--- config.mk ---
export PLATFORM = sky130hd
export DESIGN_NAME = syncFifo
export DESIGN_NICKNAME = d
export VERILOG_FILES = /design/src/logic/busPkg.sv /design/src/logic/syncFifo.sv
export SDC_FILE = /design/constraint.sdc
export NUM_CORES = 1
export LEC_CHECK = 0
export ABC_AREA = 1
export BUFFER_PORTS_ARGS = -buffer_cell sky130_fd_sc_hd__buf_2
export CAP_MARGIN = 25
export CELL_PAD_IN_SITES_DETAIL_PLACEMENT = 0
export CELL_PAD_IN_SITES_GLOBAL_PLACEMENT = 2
export CORE_ASPECT_RATIO = 1.5
export CORE_MARGIN = 4
export CORE_UTILIZATION = 29
export CTS_CLUSTER_SIZE = 20
export DETAILED_ROUTE_END_ITERATION = 8
export PLACE_DENSITY = 0.67
export SLEW_MARGIN = 20
export SYNTH_ARGS = -nofsm -noshare
export SYNTH_HDL_FRONTEND = slang
export SYNTH_SLANG_ARGS = --single-unit
--- constraint.sdc ---
create_clock -name clk -period 1.89 [get_ports clk]
set_clock_uncertainty 0.15 [all_clocks]
set_input_delay 0.2835 -clock clk [delete_from_list [all_inputs] [get_ports clk]]
set_output_delay 0.2835 -clock clk [all_outputs]
set_load 0.1 [all_outputs]
--- src/logic/busPkg.sv ---
// Memory port subsystem: shared widths, depths and request/response payloads
package busPkg;

  // Requester ports: 0 instruction refill, 1 data refill/writeback, 2 table walker
  localparam int numMasters = 3;
  localparam int idW        = 2;

  localparam int addrW = 32;
  localparam int dataW = 32;
  localparam int maskW = dataW / 8;

  // Word memory, indexed by byte address bits 9:2
  localparam int memWords = 256;
  localparam int memIdxW  = $clog2(memWords);

  // Idle cycles between accept and response
  localparam int waitStates = 2;
  localparam int waitCntW   = $clog2(waitStates + 1);

  // Every request queue and the response queue
  localparam int fifoDepth = 4;
  localparam int fifoPtrW  = $clog2(fifoDepth);
  localparam int fifoCntW  = $clog2(fifoDepth + 1);

  typedef logic [idW-1:0]      portIdT;
  typedef logic [memIdxW-1:0]  memIdxT;
  typedef logic [waitCntW-1:0] waitCntT;
  typedef logic [fifoPtrW-1:0] fifoPtrT;
  typedef logic [fifoCntW-1:0] fifoCntT;

  // One word-wide access from a requester
  typedef struct packed {
    logic [addrW-1:0] addr;
    logic             write;
    logic [dataW-1:0] wData;
    logic [maskW-1:0] byteMask;
  } busReqT;

  // Request after arbitration, tagged with its source port
  typedef struct packed {
    portIdT id;
    busReqT req;
  } memReqT;

  // Read data, or zero for a write acknowledge
  typedef struct packed {
    portIdT           id;
    logic [dataW-1:0] rData;
  } memRspT;

endpackage

--- src/logic/syncFifo.sv ---
// Synchronous FIFO with valid/ready on both sides and a typed payload
`timescale 1ns/1ps

module syncFifo #(
  parameter type payloadT = logic
) (
  input  logic    clk,
  input  logic    rstN,
  input  logic    inValid,
  output logic    inReady,
  input  payloadT inData,
  output logic    outValid,
  input  logic    outReady,
  output payloadT outData
);

  payloadT          mem [busPkg::fifoDepth];
  busPkg::fifoPtrT  wrPtr;
  busPkg::fifoPtrT  rdPtr;
  busPkg::fifoCntT  count;
  logic             push;
  logic             pop;

  function automatic busPkg::fifoPtrT nextPtr(input busPkg::fifoPtrT ptr);
    if (ptr == busPkg::fifoPtrT'(busPkg::fifoDepth - 1))
      return '0;
    else
      return ptr + 1'b1;
  endfunction

  assign outValid = (count != '0);
  // Full queue still takes a push when the head leaves this cycle
  assign inReady  = (count != busPkg::fifoCntT'(busPkg::fifoDepth)) || outReady;
  assign push     = inValid && inReady;
  assign pop      = outValid && outReady;
  assign outData  = mem[rdPtr];

  always_ff @(posedge clk or negedge rstN)
  begin
    if (!rstN)
    begin
      wrPtr <= '0;
      rdPtr <= '0;
      count <= '0;
    end
    else
    begin
      if (push)
        wrPtr <= nextPtr(wrPtr);
      if (pop)
        rdPtr <= nextPtr(rdPtr);
      if (push && !pop)
        count <= count + 1'b1;
      else if (pop && !push)
        count <= count - 1'b1;
    end
  end

  // Storage
  always_ff @(posedge clk)
  begin
    if (push)
      mem[wrPtr] <= inData;
  end

endmodule

# Yosys cells after proc, flatten, opt, wreduce, memory -nomap -nowiden

Memory sizes are Yosys's and may differ from the RTL's.
Index checks and enable logic that the tools add are counted.

Register bits after elaboration: 7
RAM bits: 4
Input bits: 5
Output and inout port bits: 3
Word-level logic and storage cells: 26
Memories kept: 1

Memories:

| name | words | width | read ports | clocked after Yosys merged registers in | wr ports | line           | source |
|---|---|---|---|---|---|---|---|
| mem  | 4     | 1     | 1          | 0                                       | 1        | syncFifo.sv:17 | `payloadT mem [busPkg::fifoDepth];` |

Add/subtract/negate cells: 4
Equality and inequality tests: 3
Muxes and demuxes: 6
Reductions and logical operators: 9

Operator list:

| operator                                          | count |
|---|---|
| two-way mux 3 bit                                 | 2 |
| adder 2 x 1 -> 2 bit (second input constant)      | 2 |
| equality test 2 bit (second input constant)       | 2 |
| logical AND 1 bit                                 | 4 |
| two-way mux 2 bit                                 | 2 |
| adder 3 x 1 -> 3 bit (second input constant)      | 1 |
| != test 3 bit (second input constant)             | 1 |
| nonzero test 3 bit                                | 1 |
| subtractor 3 x 1 -> 3 bit (second input constant) | 1 |
| logical NOT 1 bit                                 | 2 |
| two-way mux 1 bit                                 | 2 |
| nonzero test 2 bit                                | 1 |
| logical OR 1 bit                                  | 1 |

# Longest topological paths before layout

Gate-level depths: netlist of the first run.

Depth in word-level cells: 7
Mapped depth: 13

# Least setup slack after synthesis of the first run

OpenSTA, ideal clock, no wires.

Path type: reg-to-reg
Start point: reg count[0]
End point: reg count[1]
Arrival: 1,976 ps
Data required time: 1,623 ps
Path slack: -353 ps
Cell stages (with the launch flop): 10
Path buffers: 0
Period minus slack after synthesis: 2,243 ps
Cells stage by stage: dfrtp_1 -> nor2_2 -> nand2_2 -> nand2_4 -> inv_1 -> ha_1 -> inv_1 -> fa_1 -> nand2_1 -> nand2_1

Longest elaborated chain between the ends: 6

Ends and longest elaborated chain:

| what                                | line           | source |
|---|---|---|
| start: declaration                  | syncFifo.sv:20 | `busPkg::fifoCntT count;` |
| start signal: assignment            | syncFifo.sv:53 | `count <= count + 1'b1;` |
| start signal: assignment            | syncFifo.sv:55 | `count <= count - 1'b1;` |
| != test 3 bit *                     | syncFifo.sv:33 | `assign inReady = (count != busPkg::fifoCntT'(busPkg::fifoDepth)) \|\| outReady;` |
| logical OR 1 bit *                  | syncFifo.sv:33 |  |
| named net inReady                   | syncFifo.sv:10 | `output logic inReady,` |
| logical AND 1 bit *                 | syncFifo.sv:34 | `assign push = inValid && inReady;` |
| named net push                      | syncFifo.sv:21 | `logic push;` |
| logical NOT 1 bit                   | syncFifo.sv:54 | `else if (pop && !push)` |
| logical AND 1 bit                   | syncFifo.sv:54 |  |
| nonzero test 2 bit (no source line) | -              |  |

The timed path passes the listed nets; every way through them passes the cells marked *. The select of a mux whose other input is x is not followed.
A chain may end at the register's enable or synchronous reset.

# Worst setup path after layout of the first run

Start point: reg count[1]
End point: reg count[2]

Longest elaborated chain between the ends: 6

Ends and longest elaborated chain:

| what |
|---|
| branches (longest 6 deep; another with subtractor 3 x 1 -> 3 bit) |

Several ways; the timed one is not identified. The select of a mux whose other input is x is not followed.

==> results of run 1 <==
-- cell families after synthesis --
| group | count (synthesis) | share of synthesized area [%] |
|---|---|---|
| and+or+nand+nor | 35 | 25.3 |
| buffers and inverters | 13 | 7.83 |
| DFF | 11 | 47.4 |
| adders and majority gates | 7 | 15.3 |
| AOI/OAI and AO/OA | 3 | 2.81 |
| xor gates and xnor gates | 1 | 1.41 |
-- cell type report --
class / count / area share, %
flip-flops and latches: 11 / 32.9
well taps: 22 / 3.07
inverters: 13 / 5.72
multi-input cells: 46 / 38.4
repair buffers: 18 / 17.0
clock buffers: 4 / 2.93
-- state kept, by name (all words and copies together) (netlist names) --
name / count
mem: 4
count: 3
rdPtr: 2
wrPtr: 2
-- placed cells by master (no fill, tap or decap), drive strengths merged --
master / count
a21oi: 1
buf: 16
fa: 1
edfxtp: 4
o211ai: 1
nand3: 5
nand4: 1
nand2: 21
o21ai: 1
dlygate4sd3: 1
inv: 13
clkbuf: 5
dfrtp: 7
xnor2: 1
ha: 6
nor2: 8
-- power groups by stage --
stage | sequential (uW) | clock (uW) | combinational (uW)
2_1_floorplan | 430 | 0 | 661
3_3_place_gp | 437 | 0 | 955
3_5_place_dp | 438 | 0 | 962
4_1_cts | 433 | 162 | 975
5_1_grt | 441 | 177 | 1110
6_report | 430 | 150 | 1000
-- metal layers --
metal	GRT usage, %	vias up	share of wire (%)
met5	0	-	0
met4	5.34	0	0.95
met3	2.50	2	4.1
met2	12.9	7	51
met1	10.4	204	43
li1	-	261	-
-- through the flow --
stage                     cell area, um2  setup slack, ns  power, uW  utilization (%)
final                                897           0.0625       1580             44.3
after CTS                            865           0.0206       1570             42.7
after floorplan                      676           -0.122       1090                -
after global routing                 897          -0.0320       1730             44.3
after global placement               826           0.0147       1390             40.7
after detailed placement             826          -0.0194       1400             40.7
-- what timing repair did --
action,in CTS,in global routing
pin swaps,2,10
endpoints found under the hold margin,7,0
gates resized for setup,1,8
endpoints found under the setup margin,1,4
buffers inserted,0,2
gates cloned,0,0
hold buffers,1,0
-- path summary, 6_finish.rpt --
path / from / end / slack (ns) / depth (start not counted)
min in group asynchronous: rstN / count[2]$_DFFE_PN0P_ / 0.24 / 2
worst min register to register: count[2]$_DFFE_PN0P_ / count[2]$_DFFE_PN0P_ / 0.34 / 2
max in group asynchronous: rstN / wrPtr[1]$_DFFE_PN0P_ / 1.20 / 2
worst min-delay path: inData / mem[1]$_DFFE_PP_ / 0.09 / 1
worst max-delay path: count[1]$_DFFE_PN0P_ / count[2]$_DFFE_PN0P_ / 0.06 / 10
worst max register to register: count[1]$_DFFE_PN0P_ / count[2]$_DFFE_PN0P_ / 0.06 / 10
-- worst register-to-register path, delay by kind of cell (launching register included) --
| family | cells | cell delay, ns |
|---|---|---|
| simple gates | 7 | 0.62 |
| fa+ha+maj | 2 | 0.50 |
| flops | 1 | 0.40 |
| buf+inv | 1 | 0.04 |
==> flow_summary.yaml, run 1 <==
worst_setup_path:
  path_buf_inv: 1
  startpoint_type: "flop"
  worstPathArrival_ns: 1.83
  path_common_cell: "nand2_1"
  critPathSlowestCell: "dfrtp_1"
  crit_required_ns: 1.89
  crit_type: "reg -> reg"
  cp_max_fo: 2
  critPathCaptureType: "flop"
  crit_family: "simple AND/OR/NAND/NOR gates"
  path_cells: "nor2_4 -> nand2_8 -> nand2_4 -> ha_4 -> inv_4 -> fa_2 -> nand2_2 -> nand3_2 -> nand2_1 -> nand2_1"
  slowest_delay_ns: 0.40
sta:
  rsz0062_at_grt: "yes"
  holdWs_ns: 0.0904
  max_freq_ghz: 0.547
  hold_violations: 0
  setup_viol: 0
  tightest_slew_ns: 0.301
  slew_violations: 0
  fin_setup_tns_ns: 0
  fin_crit_sh_pct: 96.7
  max-slew-margin-rel_pct: 80.0
  post-route-min-period_ns: 1.83
route:
  wl_per_cell_um: 9.23
  drt-total-wl_um: 1050
  vias_per_cell: 4.16
  ant_nets: 0
  via_count: 474
  drcViolationCount: 0
  drtIter0Drc: 4
  dr.pass1.iters: 3
die:
  num_rows: 20
  coreArea_um2: 2030
  ios: 8
  die_h_um: 64.8
  die_w_um: 45.8
  start_util_pct: 30.7
  dieArea_um2: 2970
logic_synthesis:
  ys_seq_area_share_pct: 47.4
  synth_top_area_share_pct: 28.1
  syn-num-nets: 82
  ys_warn_count: 0
  netlist_area_um2: 623
  ys.flop_type: "dfrtp_1"
  synth_cell_types: 16
  synth_edf_count: 4
  synth_common_cells: "nand2_1, inv_1, dfrtp_1, ha_1, nor2_1"
  syn_area_per_cell_um2: 8.90
  synth.most_common_cell: "nand2_1"
  synth_area_leaders: "dfrtp_1, edfxtp_1, ha_1, nand2_1, inv_1"
  syn_inst: 70
  ys_ff_latch: 11
  async_flop_share_pct: 63.6
  yosys.area.top_type: "dfrtp_1"
cts:
  clock-sinks: 11
  cts_root_buf: "clkbuf_4"
  cts_max_level: 1
  numCtsBuffers: 3
  clk_path_buf_depth: 2
  clk_latency_ns: 0.26
  clk_pin_slew_ns: 0.06
  cts_tree: "done"
placed_design:
  dp_cells: 107
  hpwlAfterDp_um: 863
  io_buffers: 7
  gp_congestion: 0.684
final_layout:
  multi_input_area_um2: 344
  drive_above_1_share_pct: 38.0
  nets: 105
  fillers: 207
  seq_area_um2: 295
  final_cells: 114
  syn_to_final_growth_pct: 44.0
  antenna_cells: 0
grt:
  grt_pass1_wl_um: 1870
  grt_overflow: 0
  grt_max_degree: 8
  grt_usage_pct: 8.62
  grt_pass1_vias: 484
  antenna_found_initial: 0
power_and_ir_drop:
  combPwrFrac_pct: 63.3
  seq_power_share_pct: 27.2
  p_sw_uw: 745
  p_leak_uw: 0.000436
  p_per_area_nw_per_um2: 1760
  p_int_uw: 835
  vdd_ir_drop_max_uv: 676
  p_clk_share_pct: 9.5
  sw_frac_of_total_pct: 47.1
job:
  drv_cap: 0
min_path:
  hold_path.class: "in -> reg"
run_status:
  status: "finished, final reports clean"
No activity file was read; power rests on OpenSTA's default activity.
==> inputs of run 2 (changes only) <==
--- a/config.mk
+++ b/config.mk
@@ -12,10 +12,11 @@
 export CELL_PAD_IN_SITES_GLOBAL_PLACEMENT = 2
 export CORE_ASPECT_RATIO = 1.5
 export CORE_MARGIN = 4
-export CORE_UTILIZATION = 29
+export CORE_UTILIZATION = 32
+export CTS_BUF_LIST = sky130_fd_sc_hd__clkbuf_8
 export CTS_CLUSTER_SIZE = 20
 export DETAILED_ROUTE_END_ITERATION = 8
-export PLACE_DENSITY = 0.67
+export PLACE_DENSITY = 0.73
 export SLEW_MARGIN = 20
 export SYNTH_ARGS = -nofsm -noshare
 export SYNTH_HDL_FRONTEND = slang
==> run 2 against run 1 <==
Register-to-register slack about the same. Clock power rose by 49%. Worst setup slack hardly changed. Critical path depth shrank 1. Sequential cell count unchanged. Routed wire length rose by 1.3%.
==> flow_summary.yaml, run 2 (same netlist as run 1, synthesis figures left out) <==
sta:
  setup_viol: 0
  post-route-min-period_ns: 1.83
  tightest_slew_ns: 0.483
  max-slew-margin-rel_pct: 68.0
  slew_violations: 0
  max_freq_ghz: 0.547
  hold_violations: 0
  worst_slack_ns: 0.0626
  rsz0062_at_grt: "yes"
  fin_crit_sh_pct: 96.7
  holdWs_ns: 0.117
route:
  dr.pass1.iters: 4
  drtIter0Drc: 12
  vias_per_cell: 4.31
  wl_per_cell_um: 9.43
  ant_nets: 0
  via_count: 487
  drt-total-wl_um: 1070
  drcViolationCount: 0
run_status:
  status: "finished, final reports clean"
final_layout:
  top_regs: "mem: 4 flops, count: 3 flops"
  syn_to_final_growth_pct: 43.2
  design_area_um2: 892
  largest_reg_flops: 4
  final_common_cell: "nand2_1"
  antenna_cells: 0
  nets: 105
  drive_above_1_share_pct: 35.9
  final_cell_mix: "nand2_1, inv_1, buf_4, dfrtp_1"
  largest-register: "mem"
  fillers: 184
grt:
  grt_usage_pct: 10.4
  grt_pass1_wl_um: 2010
  grt_overflow: 0
  antenna_found_initial: 0
  grt_pass1_vias: 504
  grt_max_degree: 8
worst_setup_path:
  critPathCaptureType: "flop"
  startpoint_type: "flop"
  crit_type: "reg -> reg"
  crit_required_ns: 1.86
  worstPathArrival_ns: 1.80
  slowest_delay_ns: 0.42
  path_cells: "nor2_4 -> nand2_8 -> nand2_4 -> inv_4 -> ha_4 -> inv_4 -> fa_2 -> nand2_1 -> nand2_1"
  cp_max_fo: 2
  critPathSlowestCell: "fa_2"
cts:
  clk_pin_slew_ns: 0.05
  numCtsBuffers: 3
  clk_path_buf_depth: 2
  cts_tree: "done"
  clock-sinks: 11
  cts_root_buf: "clkbuf_8"
  clk_latency_ns: 0.23
  cts_max_level: 1
die:
  dieArea_um2: 2730
  ios: 8
  coreArea_um2: 1850
  die_h_um: 62.0
  num_rows: 19
  start_util_pct: 33.6
  die_w_um: 44.0
job:
  drv_cap: 0
power_and_ir_drop:
  p_per_area_nw_per_um2: 1810
  vdd_ir_drop_max_uv: 860
  power_uw: 1620
  p_leak_uw: 0.000437
placed_design:
  hpwlAfterDp_um: 877
  io_buffers: 7
  dpl_cell_area_um2: 812
  gp_congestion: 0.675
  pre_cts_ws_ns: -0.00142
min_path:
  hold_path.class: "in -> reg"
-- run 2: final timing paths --
| kind | start | endpoint | slack (ns) | cells after the start |
|---|---|---|---|---|
| setup / recovery | count[1]$_DFFE_PN0P_ | count[1]$_DFFE_PN0P_ | 0.06 | 9 |
| hold / removal | inData | mem[0]$_DFFE_PP_ | 0.12 | 1 |
| setup reg to reg | count[1]$_DFFE_PN0P_ | count[1]$_DFFE_PN0P_ | 0.06 | 9 |
| hold reg to reg | count[2]$_DFFE_PN0P_ | count[2]$_DFFE_PN0P_ | 0.34 | 2 |
| max in group asynchronous | rstN | wrPtr[1]$_DFFE_PN0P_ | 1.16 | 2 |
| min in group asynchronous | rstN | rdPtr[1]$_DFFE_PN0P_ | 0.27 | 2 |
-- run 2: what timing repair did --
item / 4_1_cts / 5_1_grt
setup buffers: 0 / 2
setup endpoints to repair: 1 / 2
hold buffers: 1 / 0
resized for setup: 1 / 4
pin swaps: 2 / 8
hold endpoints to repair: 7 / 0
-- run 2: through the flow --
| step | TNS (ns) | std cells | utilization [%] |
|---|---|---|---|
| finish | 0 | 113 | 48.1 |
| global route | -0.0538 | 113 | 48.1 |
| CTS | 0 | 111 | 46.9 |
| detailed placement | -0.00142 | 106 | 43.8 |
| global placement | 0 | 106 | 43.8 |
| floorplan | -0.243 | 70 | - |
-- run 2: routing by layer --
layer | GRT usage, % | part of all wire [%]
met3 | 2.59 | 4.9
met1 | 11.8 | 44
met2 | 16.3 | 49
met5 | 0 | 0
met4 | 9.05 | 1.4
-- run 2: power by group --
part	switching, uW	internal (uW)	total (uW)
sequential	87.5	345	432
clock	81.2	142	223
combinational	580	383	963
total	748	870	1620
-- run 2: cell type report --
cell class / instances / area, um2 / area share [%]
well taps: 21 / 26.3 / 2.95
repair buffers: 18 / 135 / 15.1
multi-input cells: 46 / 337 / 37.7
clock inverters: 1 / 3.75 / 0.421
inverters: 13 / 53.8 / 6.03
clock buffers: 3 / 41.3 / 4.63
flip-flops and latches: 11 / 295 / 33.1
-- run 2: critical path: cells and delay by family, from the launching register on --
family / cells / cell delay (ns)
flip-flops: 1 / 0.40
adder cells (fa/ha/maj): 2 / 0.57
AND/OR/NAND/NOR: 5 / 0.51
buffers and inverters: 2 / 0.08
